**src/source/spi_frame_pkg.sv**
```systemverilog
package spi_frame_pkg;

  // counts the bits of one frame
  // wraps to zero after the last bit
  typedef logic [3:0] spi_bit_cnt_t;

  // write select in the command byte
  localparam int CmdWeBit = 7;

  // command byte then data byte
  localparam int BitsPerByte = 8;
  localparam int FrameBits = 16;

endpackage

```
**src/source/bus_pkg.sv**
```systemverilog
package bus_pkg;

  // internal bus widths
  localparam int AdrWidth = 4;
  localparam int DatWidth = 8;

  // register address as carried by the command byte
  typedef logic [AdrWidth-1:0] bus_adr_t;

  // bus data and duty value
  typedef logic [DatWidth-1:0] bus_dat_t;

  // one pwm channel per colour
  // channels sit at addresses 0 .. NumChannels-1
  localparam int NumChannels = 3;

  // identification register
  localparam bus_adr_t IdAddr = 4'hF;
  localparam bus_dat_t IdValue = 8'hA5;

  // free-running pwm counter width
  // period is 2**PwmWidth clk_i cycles
  localparam int PwmWidth = 8;

endpackage
```
**src/source/spi_led_top.sv**
```systemverilog
module spi_led_top (
  input  logic                            clk_i,
  input  logic                            rst_n,
  input  logic                            spi_sck,
  input  logic                            spi_csn,
  input  logic                            spi_sdi,
  output logic                            spi_sdo,
  output logic [bus_pkg::NumChannels-1:0] rgb
);
  import bus_pkg::*;

  // bridge side of the bus
  logic     bus_stb;
  logic     bus_we;
  bus_adr_t bus_adr;
  bus_dat_t bus_wdat;
  logic     bus_ack;
  bus_dat_t bus_rdat;

  // per channel strobes and responses
  logic [NumChannels-1:0]     chan_stb;
  logic [NumChannels-1:0]     chan_ack;
  bus_dat_t [NumChannels-1:0] chan_rdat;

  // decoder's own response
  logic     dec_ack;
  bus_dat_t dec_rdat;

  spi_wb_bridge u_bridge (
    .clk_i    (clk_i),
    .rst_n    (rst_n),
    .spi_sck  (spi_sck),
    .spi_csn  (spi_csn),
    .spi_sdi  (spi_sdi),
    .spi_sdo  (spi_sdo),
    .bus_stb  (bus_stb),
    .bus_we   (bus_we),
    .bus_adr  (bus_adr),
    .bus_wdat (bus_wdat),
    .bus_ack  (bus_ack),
    .bus_rdat (bus_rdat)
  );

  wb_addr_decode u_decode (
    .clk_i    (clk_i),
    .rst_n    (rst_n),
    .bus_stb  (bus_stb),
    .bus_adr  (bus_adr),
    .chan_stb (chan_stb),
    .dec_ack  (dec_ack),
    .dec_rdat (dec_rdat)
  );

  // one channel per colour, write data shared
  for (genvar i = 0; i < NumChannels; i++) begin : g_chan
    led_pwm_channel u_chan (
      .clk_i     (clk_i),
      .rst_n     (rst_n),
      .chan_stb  (chan_stb[i]),
      .bus_we    (bus_we),
      .bus_wdat  (bus_wdat),
      .chan_ack  (chan_ack[i]),
      .chan_rdat (chan_rdat[i]),
      .led       (rgb[i])
    );
  end

  wb_read_merge u_merge (
    .clk_i     (clk_i),
    .rst_n     (rst_n),
    .chan_ack  (chan_ack),
    .chan_rdat (chan_rdat),
    .dec_ack   (dec_ack),
    .dec_rdat  (dec_rdat),
    .bus_ack   (bus_ack),
    .bus_rdat  (bus_rdat)
  );

endmodule

```
**src/source/wb_read_merge.sv**
```systemverilog
module wb_read_merge (
  input  logic                                             clk_i,
  input  logic                                             rst_n,
  input  logic              [bus_pkg::NumChannels-1:0]      chan_ack,
  input  bus_pkg::bus_dat_t [bus_pkg::NumChannels-1:0]      chan_rdat,
  input  logic                                             dec_ack,
  input  bus_pkg::bus_dat_t                                dec_rdat,
  output logic                                             bus_ack,
  output bus_pkg::bus_dat_t                                bus_rdat
);
  import bus_pkg::*;

  logic any_ack;
  bus_dat_t sel_dat;

  // and-or select
  // at most one responder acks, zero when nobody does
  always_comb begin
    any_ack = dec_ack | (|chan_ack);
    sel_dat = dec_ack ? dec_rdat : '0;
    for (int i = 0; i < NumChannels; i++) begin
      if (chan_ack[i]) begin
        sel_dat = sel_dat | chan_rdat[i];
      end
    end
  end

  // one register stage back to the bridge
  always_ff @(posedge clk_i or negedge rst_n) begin
    if (!rst_n) begin
      bus_ack <= 1'b0;
    end else begin
      bus_ack <= any_ack;
    end
  end

  // read data travels with the ack
  always_ff @(posedge clk_i) begin
    bus_rdat <= sel_dat;
  end

endmodule

```
**src/source/led_pwm_channel.sv**
```systemverilog
module led_pwm_channel (
  input  logic              clk_i,
  input  logic              rst_n,
  input  logic              chan_stb,
  input  logic              bus_we,
  input  bus_pkg::bus_dat_t bus_wdat,
  output logic              chan_ack,
  output bus_pkg::bus_dat_t chan_rdat,
  output logic              led
);
  import bus_pkg::*;

  // strobe level one cycle ago
  logic stb_q;
  logic new_acc;

  bus_dat_t duty;
  logic [PwmWidth-1:0] pwm_cnt;

  // only the first strobe cycle counts
  assign new_acc = chan_stb & ~stb_q;

  // bus port
  // write on the first strobe cycle, ack one cycle later
  always_ff @(posedge clk_i or negedge rst_n) begin
    if (!rst_n) begin
      stb_q    <= 1'b0;
      chan_ack <= 1'b0;
      duty     <= '0;
    end else begin
      stb_q    <= chan_stb;
      chan_ack <= new_acc;
      if (new_acc && bus_we) begin
        duty <= bus_wdat;
      end
    end
  end

  // readback of the duty register
  assign chan_rdat = duty;

  // pwm generator
  // wraps every 2**PwmWidth cycles
  always_ff @(posedge clk_i or negedge rst_n) begin
    if (!rst_n) begin
      pwm_cnt <= '0;
    end else begin
      pwm_cnt <= pwm_cnt + 1'b1;
    end
  end

  // high while the counter is below duty
  // duty cycles high per period, zero stays dark
  always_ff @(posedge clk_i or negedge rst_n) begin
    if (!rst_n) begin
      led <= 1'b0;
    end else begin
      led <= (pwm_cnt < duty);
    end
  end

endmodule

```
**src/source/wb_addr_decode.sv**
```systemverilog
module wb_addr_decode (
  input  logic                           clk_i,
  input  logic                           rst_n,
  input  logic                           bus_stb,
  input  bus_pkg::bus_adr_t              bus_adr,
  output logic [bus_pkg::NumChannels-1:0] chan_stb,
  output logic                           dec_ack,
  output bus_pkg::bus_dat_t              dec_rdat
);
  import bus_pkg::*;

  // strobe level one cycle ago
  logic stb_q;
  logic new_acc;
  logic mapped;

  // first cycle of an access
  assign new_acc = bus_stb & ~stb_q;

  // channel addresses start at zero
  assign mapped = bus_adr < bus_adr_t'(NumChannels);

  // strobe fan-out, one channel per address
  always_comb begin
    for (int i = 0; i < NumChannels; i++) begin
      chan_stb[i] = bus_stb && (bus_adr == bus_adr_t'(i));
    end
  end

  // ack for id and unmapped addresses
  // a single ack per strobe
  always_ff @(posedge clk_i or negedge rst_n) begin
    if (!rst_n) begin
      stb_q   <= 1'b0;
      dec_ack <= 1'b0;
    end else begin
      stb_q   <= bus_stb;
      dec_ack <= new_acc & ~mapped;
    end
  end

  // id byte or zero
  always_ff @(posedge clk_i) begin
    if (new_acc) begin
      dec_rdat <= (bus_adr == IdAddr) ? IdValue : '0;
    end
  end

endmodule

```
**src/source/spi_wb_bridge.sv**
```systemverilog
module spi_wb_bridge (
  input  logic              clk_i,
  input  logic              rst_n,
  input  logic              spi_sck,
  input  logic              spi_csn,
  input  logic              spi_sdi,
  output logic              spi_sdo,
  output logic              bus_stb,
  output logic              bus_we,
  output bus_pkg::bus_adr_t bus_adr,
  output bus_pkg::bus_dat_t bus_wdat,
  input  logic              bus_ack,
  input  bus_pkg::bus_dat_t bus_rdat
);
  import bus_pkg::*;
  import spi_frame_pkg::*;

  typedef enum logic [2:0] {
    st_idle,
    st_cmd,
    st_rd_acc,
    st_data,
    st_wr_acc
  } state_t;

  state_t state;

  // two sync stages, third stage of sck keeps the previous level
  logic [2:0] sck_sync;
  logic [1:0] csn_sync;
  logic [1:0] sdi_sync;

  logic sck_s;
  logic sck_d;
  logic csn_s;
  logic sdi_s;
  logic sck_rise;
  logic sck_fall;

  spi_bit_cnt_t bit_cnt;
  logic [BitsPerByte-2:0] rx_shift;
  bus_dat_t rx_byte;
  bus_dat_t tx_shift;
  logic cmd_done;
  logic frame_done;

  // pin synchronizers
  // csn comes up inactive
  always_ff @(posedge clk_i or negedge rst_n) begin
    if (!rst_n) begin
      sck_sync <= '0;
      csn_sync <= '1;
      sdi_sync <= '0;
    end else begin
      sck_sync <= {sck_sync[1:0], spi_sck};
      csn_sync <= {csn_sync[0], spi_csn};
      sdi_sync <= {sdi_sync[0], spi_sdi};
    end
  end

  assign sck_s = sck_sync[1];
  assign sck_d = sck_sync[2];
  assign csn_s = csn_sync[1];
  assign sdi_s = sdi_sync[1];

  assign sck_rise = sck_s & ~sck_d;
  assign sck_fall = ~sck_s & sck_d;

  // byte as it stands once the current bit is in
  assign rx_byte = {rx_shift, sdi_s};

  // 8th and 16th rising edge of the frame
  assign cmd_done = sck_rise && !csn_s &&
                    (bit_cnt == spi_bit_cnt_t'(BitsPerByte - 1));
  assign frame_done = sck_rise && !csn_s &&
                      (bit_cnt == spi_bit_cnt_t'(FrameBits - 1));

  // bit counter, restarts whenever csn is high
  always_ff @(posedge clk_i or negedge rst_n) begin
    if (!rst_n) begin
      bit_cnt <= '0;
    end else if (csn_s) begin
      bit_cnt <= '0;
    end else if (sck_rise) begin
      bit_cnt <= bit_cnt + 1'b1;
    end
  end

  // receive shifter, msb first, sampled on rising sck
  always_ff @(posedge clk_i) begin
    if (sck_rise) begin
      rx_shift <= rx_byte[BitsPerByte-2:0];
    end
  end

  // access address and write data
  always_ff @(posedge clk_i) begin
    if (state == st_cmd && cmd_done) begin
      bus_adr <= bus_adr_t'(rx_byte);
    end
    if (state == st_data && frame_done) begin
      bus_wdat <= rx_byte;
    end
  end

  // frame sequencer
  always_ff @(posedge clk_i or negedge rst_n) begin
    if (!rst_n) begin
      state   <= st_idle;
      bus_stb <= 1'b0;
      bus_we  <= 1'b0;
    end else begin
      case (state)
        st_idle: begin
          if (!csn_s) begin
            state <= st_cmd;
          end
        end
        st_cmd: begin
          if (csn_s) begin
            state <= st_idle;
          end else if (cmd_done) begin
            bus_we <= rx_byte[CmdWeBit];
            // reads go out now so the data is ready for the second byte
            if (rx_byte[CmdWeBit]) begin
              state <= st_data;
            end else begin
              bus_stb <= 1'b1;
              state   <= st_rd_acc;
            end
          end
        end
        st_rd_acc: begin
          // strobe must complete even if csn rises meanwhile
          if (bus_ack) begin
            bus_stb <= 1'b0;
            state   <= st_data;
          end
        end
        st_data: begin
          // aborted frame, no write
          if (csn_s) begin
            state <= st_idle;
          end else if (frame_done) begin
            if (bus_we) begin
              bus_stb <= 1'b1;
              state   <= st_wr_acc;
            end else begin
              state <= st_idle;
            end
          end
        end
        st_wr_acc: begin
          if (bus_ack) begin
            bus_stb <= 1'b0;
            state   <= st_idle;
          end
        end
        default: begin
          state <= st_idle;
        end
      endcase
    end
  end

  // transmit shifter
  // loaded from the read ack, shifted out on falling sck in the data byte
  always_ff @(posedge clk_i or negedge rst_n) begin
    if (!rst_n) begin
      spi_sdo  <= 1'b0;
      tx_shift <= '0;
    end else if (csn_s) begin
      spi_sdo <= 1'b0;
    end else if (state == st_rd_acc && bus_ack) begin
      tx_shift <= bus_rdat;
    end else if (state == st_cmd && cmd_done) begin
      // write frames send zeros back
      tx_shift <= '0;
    end else if (sck_fall) begin
      if (state == st_data) begin
        spi_sdo  <= tx_shift[BitsPerByte-1];
        tx_shift <= {tx_shift[BitsPerByte-2:0], 1'b0};
      end else begin
        spi_sdo <= 1'b0;
      end
    end
  end

endmodule

```
**config.mk**
```make
export PLATFORM = sky130hd
export DESIGN_NAME = spi_led_top
export DESIGN_NICKNAME = d
export VERILOG_FILES = /design/src/source/spi_frame_pkg.sv /design/src/source/bus_pkg.sv /design/src/source/spi_led_top.sv /design/src/source/wb_read_merge.sv /design/src/source/led_pwm_channel.sv /design/src/source/wb_addr_decode.sv /design/src/source/spi_wb_bridge.sv
export SDC_FILE = /design/constraint.sdc
export NUM_CORES = 1
export LEC_CHECK = 0
export ABC_CLOCK_PERIOD_IN_PS = 3200
export BUFFER_PORTS_ARGS = -buffer_cell sky130_fd_sc_hd__buf_2
export CORE_MARGIN = 3
export CORE_UTILIZATION = 35
export DETAILED_ROUTE_END_ITERATION = 8
export GPL_TIMING_DRIVEN = 0
export SLEW_MARGIN = 20
export SYNTH_ARGS = -nofsm -noshare
export SYNTH_HDL_FRONTEND = slang
export SYNTH_SLANG_ARGS = --single-unit
```
**constraint.sdc**
```tcl
create_clock -name clk_i -period 3.2 [get_ports clk_i]
set_clock_uncertainty 0.05 [all_clocks]
set_input_delay 0.32 -clock clk_i [delete_from_list [all_inputs] [get_ports clk_i]]
set_output_delay 0.32 -clock clk_i [all_outputs]
set_load 0.05 [all_outputs]
```
==> impl_metrics.tcl <==
set metrics [dict create \
    status "completed" \
    dieArea_um2 15490 \
    synth_seq_cells 113 \
    synth_edf_count 20 \
    slew_viol_final 0 \
    synth_top_area_cell "dfrtp_1" \
    die_h_um 124.5 \
    fp.dieW_um 124.5 \
    reg2reg_slack_ns 1.17 \
    dr.first_iter.drc_count 174 \
    end_kind "flop" \
    grt_pass1_wl_um 15650 \
    utilization 0.4351 \
    hold_path_class "reg -> reg" \
    ys_types 55 \
    gp_congestion 0.8196 \
    synthesis.area_um2 4911 \
    grtUsageTotal 0.1273 \
    path_buf_inv 2 \
    power_per_cell_area_nw_per_um2 600.7 \
    regArea_um2 2890 \
    initial_core_util 0.3636 \
    worst-setup-path-type "reg -> reg" \
    syn_to_final_growth_pct 19.64 \
    clk_path_buf_depth 2 \
    start_kind "flop" \
    rsz0062_at_grt "false" \
    worst_path_largest_cell_delay_ns 0.56 \
    core-area_um2 13510 \
    fin_crit_ns 2.028 \
    fmax_mhz 493.1 \
    synthFlopType "dfrtp_1" \
    dp_hpwl_um 6363 \
    ys_seq_area_frac 0.5885 \
    setup_viol 0 \
    yosys_warnings 0 \
    synth_top_area_frac 0.4229 \
    critPathRequiredTime_ns 3.26 \
    finalCritPeriodShare 0.6337 \
    finalHoldViolations 0 \
    cts_tree "built" \
    clkLatencyLatePin_ns 0.41 \
    row_count 42 \
    ios 9 \
    root_buffer "clkbuf_16" \
    wl_per_cell_um 14.79 \
    synth_cells 395 \
    drc 0 \
    worstPathArrival_ns 2.09 \
    cpLargestDelayFamily "simple AND/OR/NAND/NOR gates" \
    synth_area_leaders "dfrtp_1 42%, edfxtp_1 12%, ha_1 6.4%" \
    layout.nets 458 \
    n_fill_cell 1214 \
    critical-path-slowest-cell "or4_1" \
    grt_overflow 0 \
    worstPathCellList "ha_1 -> nand4b_1 -> or4_1 -> buf_6 -> inv_1" \
    synth.net_count 425 \
    synth_common_cells "83 x dfrtp_1, 34 x inv_1, 25 x ha_1" \
    crit_fanout 10 \
    io_buffers 8 \
    diodes 0 \
    grt_max_degree 46 \
    multi_input_area_um2 1822 \
    slew_headroom 0.6003 \
    drv_cap 0 \
    fin_setup_tns_ns 0 \
    drive_above_1_share 0.1837 \
    synthArstFlopShare 0.7522 \
    numCtsBuffers 17 \
    grt_pass1_vias 3156 \
    drtAntennaViolNets 0 \
    synth.most_common_cell "dfrtp_1" \
    path_clk_slew_ns 0.05 \
    vias 3055 \
    worst_pin_slew_ns 0.5995 \
    syn_area_per_cell_um2 12.43 \
    routed_via_density 4.951 \
    p_leak_uw 0.002683 \
    antenna_found_initial 0 \
    routed_wl_um 9127 \
    numClockSinks 113 \
    ir_drop_uv 388.2 \
    cts_max_level 4 \
    firstDrtPassIters 4 \
]
## layout make-up
type,count,share of cell area
inverter,34,0.02172
timing repair buffer,14,0.01959
clock inverter,14,0.03301
buffer,15,0.01320
multi-input combinational,233,0.3101
clock buffer,18,0.07304
sequential,113,0.4919
tap,176,0.03748
## per-stage QoR
stage / area [um2] / instances / setup WS [ns] / hold WS, ns / total power [uW]
finish: 5876 / 617 / 1.172 / 0.2968 / 3530
floorplan: 4911 / 395 / 1.097 / -0.02559 / 1531
detailed placement: 5213 / 581 / 1.174 / 0.2878 / 1568
CTS: 5876 / 617 / 1.159 / 0.2992 / 3574
global placement: 5171 / 579 / 0.5596 / 0.2835 / 1562
global route: 5876 / 617 / 1.054 / 0.3065 / 3656
## worst register-to-register path, delay by kind of cell, from the launching register on
kind / cells / cell delay (ns)
flops: 1 / 0.38
buf+inv: 2 / 0.33
fa+ha+maj: 1 / 0.18
simple gates: 2 / 0.80
## worst paths after layout
check                                                startpoint                                to  depth (start not counted)
worst max-delay path            u_bridge.bit_cnt[0]$_DFFE_PN0P_     u_bridge.bus_adr[1]$_DFFE_PP_                          5
worst max register to register  u_bridge.bit_cnt[0]$_DFFE_PN0P_     u_bridge.bus_adr[1]$_DFFE_PP_                          5
max in group asynchronous                                 rst_n    u_bridge.csn_sync[0]$_DFF_PN1_                          3
min in group asynchronous                                 rst_n  u_bridge.tx_shift[3]$_DFFE_PN0P_                          2
worst min register to register   u_bridge.sck_sync[0]$_DFF_PN0_    u_bridge.sck_sync[1]$_DFF_PN0_                          0
worst min-delay path             u_bridge.sck_sync[0]$_DFF_PN0_    u_bridge.sck_sync[1]$_DFF_PN0_                          0
## repair_timing
action | in CTS | in global routing
hold endpoints to repair | 43 | 0
hold buffers | 4 | 0
resized for setup | 0 | 0
buffers inserted | 0 | 0
## layout by cell type, fill, tap and decap left out, drive strengths merged, types with 5 or more instances in the layout
cell type and n:
a21o 7, nor2 12, ha 25, o211ai 7, a2bb2oi 7, xor2 8, mux2 19, inv 34
edfxtp 20, nand3 19, o21ai 13, dfxtp 8, dfrtp 83, bufinv 5, buf 16, clkinv 9
nand2b 5, xnor2 14, clkbuf 27, a21oi 16, nand2 20
## metal layers
metal / vias to the layer above / global-route usage / wire [um]
li1: 1480 / - / -
met2: 53 / 0.1985 / 4353
met5: - / 0 / 0
met4: 0 / 0.05738 / 178
met3: 17 / 0.03859 / 326
met1: 1505 / 0.1636 / 4268
## power by group
group | total [uW] | switching (uW) | internal, uW
clock network | 1980 | 622 | 1360
registers | 1490 | 9.25 | 1480
logic | 59.0 | 38.3 | 20.7
total | 3530 | 669 | 2860
## flip-flops by register name, summed over array words and instances (netlist names), 4 cells and up
register,cells
u_bridge.rx_shift,7
u_bridge.bus_wdat,8
u_bridge.tx_shift,8
g_chan.u_chan.pwm_cnt,24
g_chan.u_chan.chan_rdat,24
u_bridge.bus_adr,4
u_merge.bus_rdat,8
u_bridge.bit_cnt,4
## kinds of logic after synthesis
family	after synthesis	share of synthesized area
flip-flops	113	0.5885
AND/OR/NAND/NOR	96	0.1190
AO/OA/AOI/OAI	70	0.1014
buffers and inverters	49	0.04178
adder cells (fa/ha/maj)	25	0.06369
XOR/XNOR	22	0.03924
multiplexers	20	0.04637
Note: power is estimated with default switching activity, not from simulation.
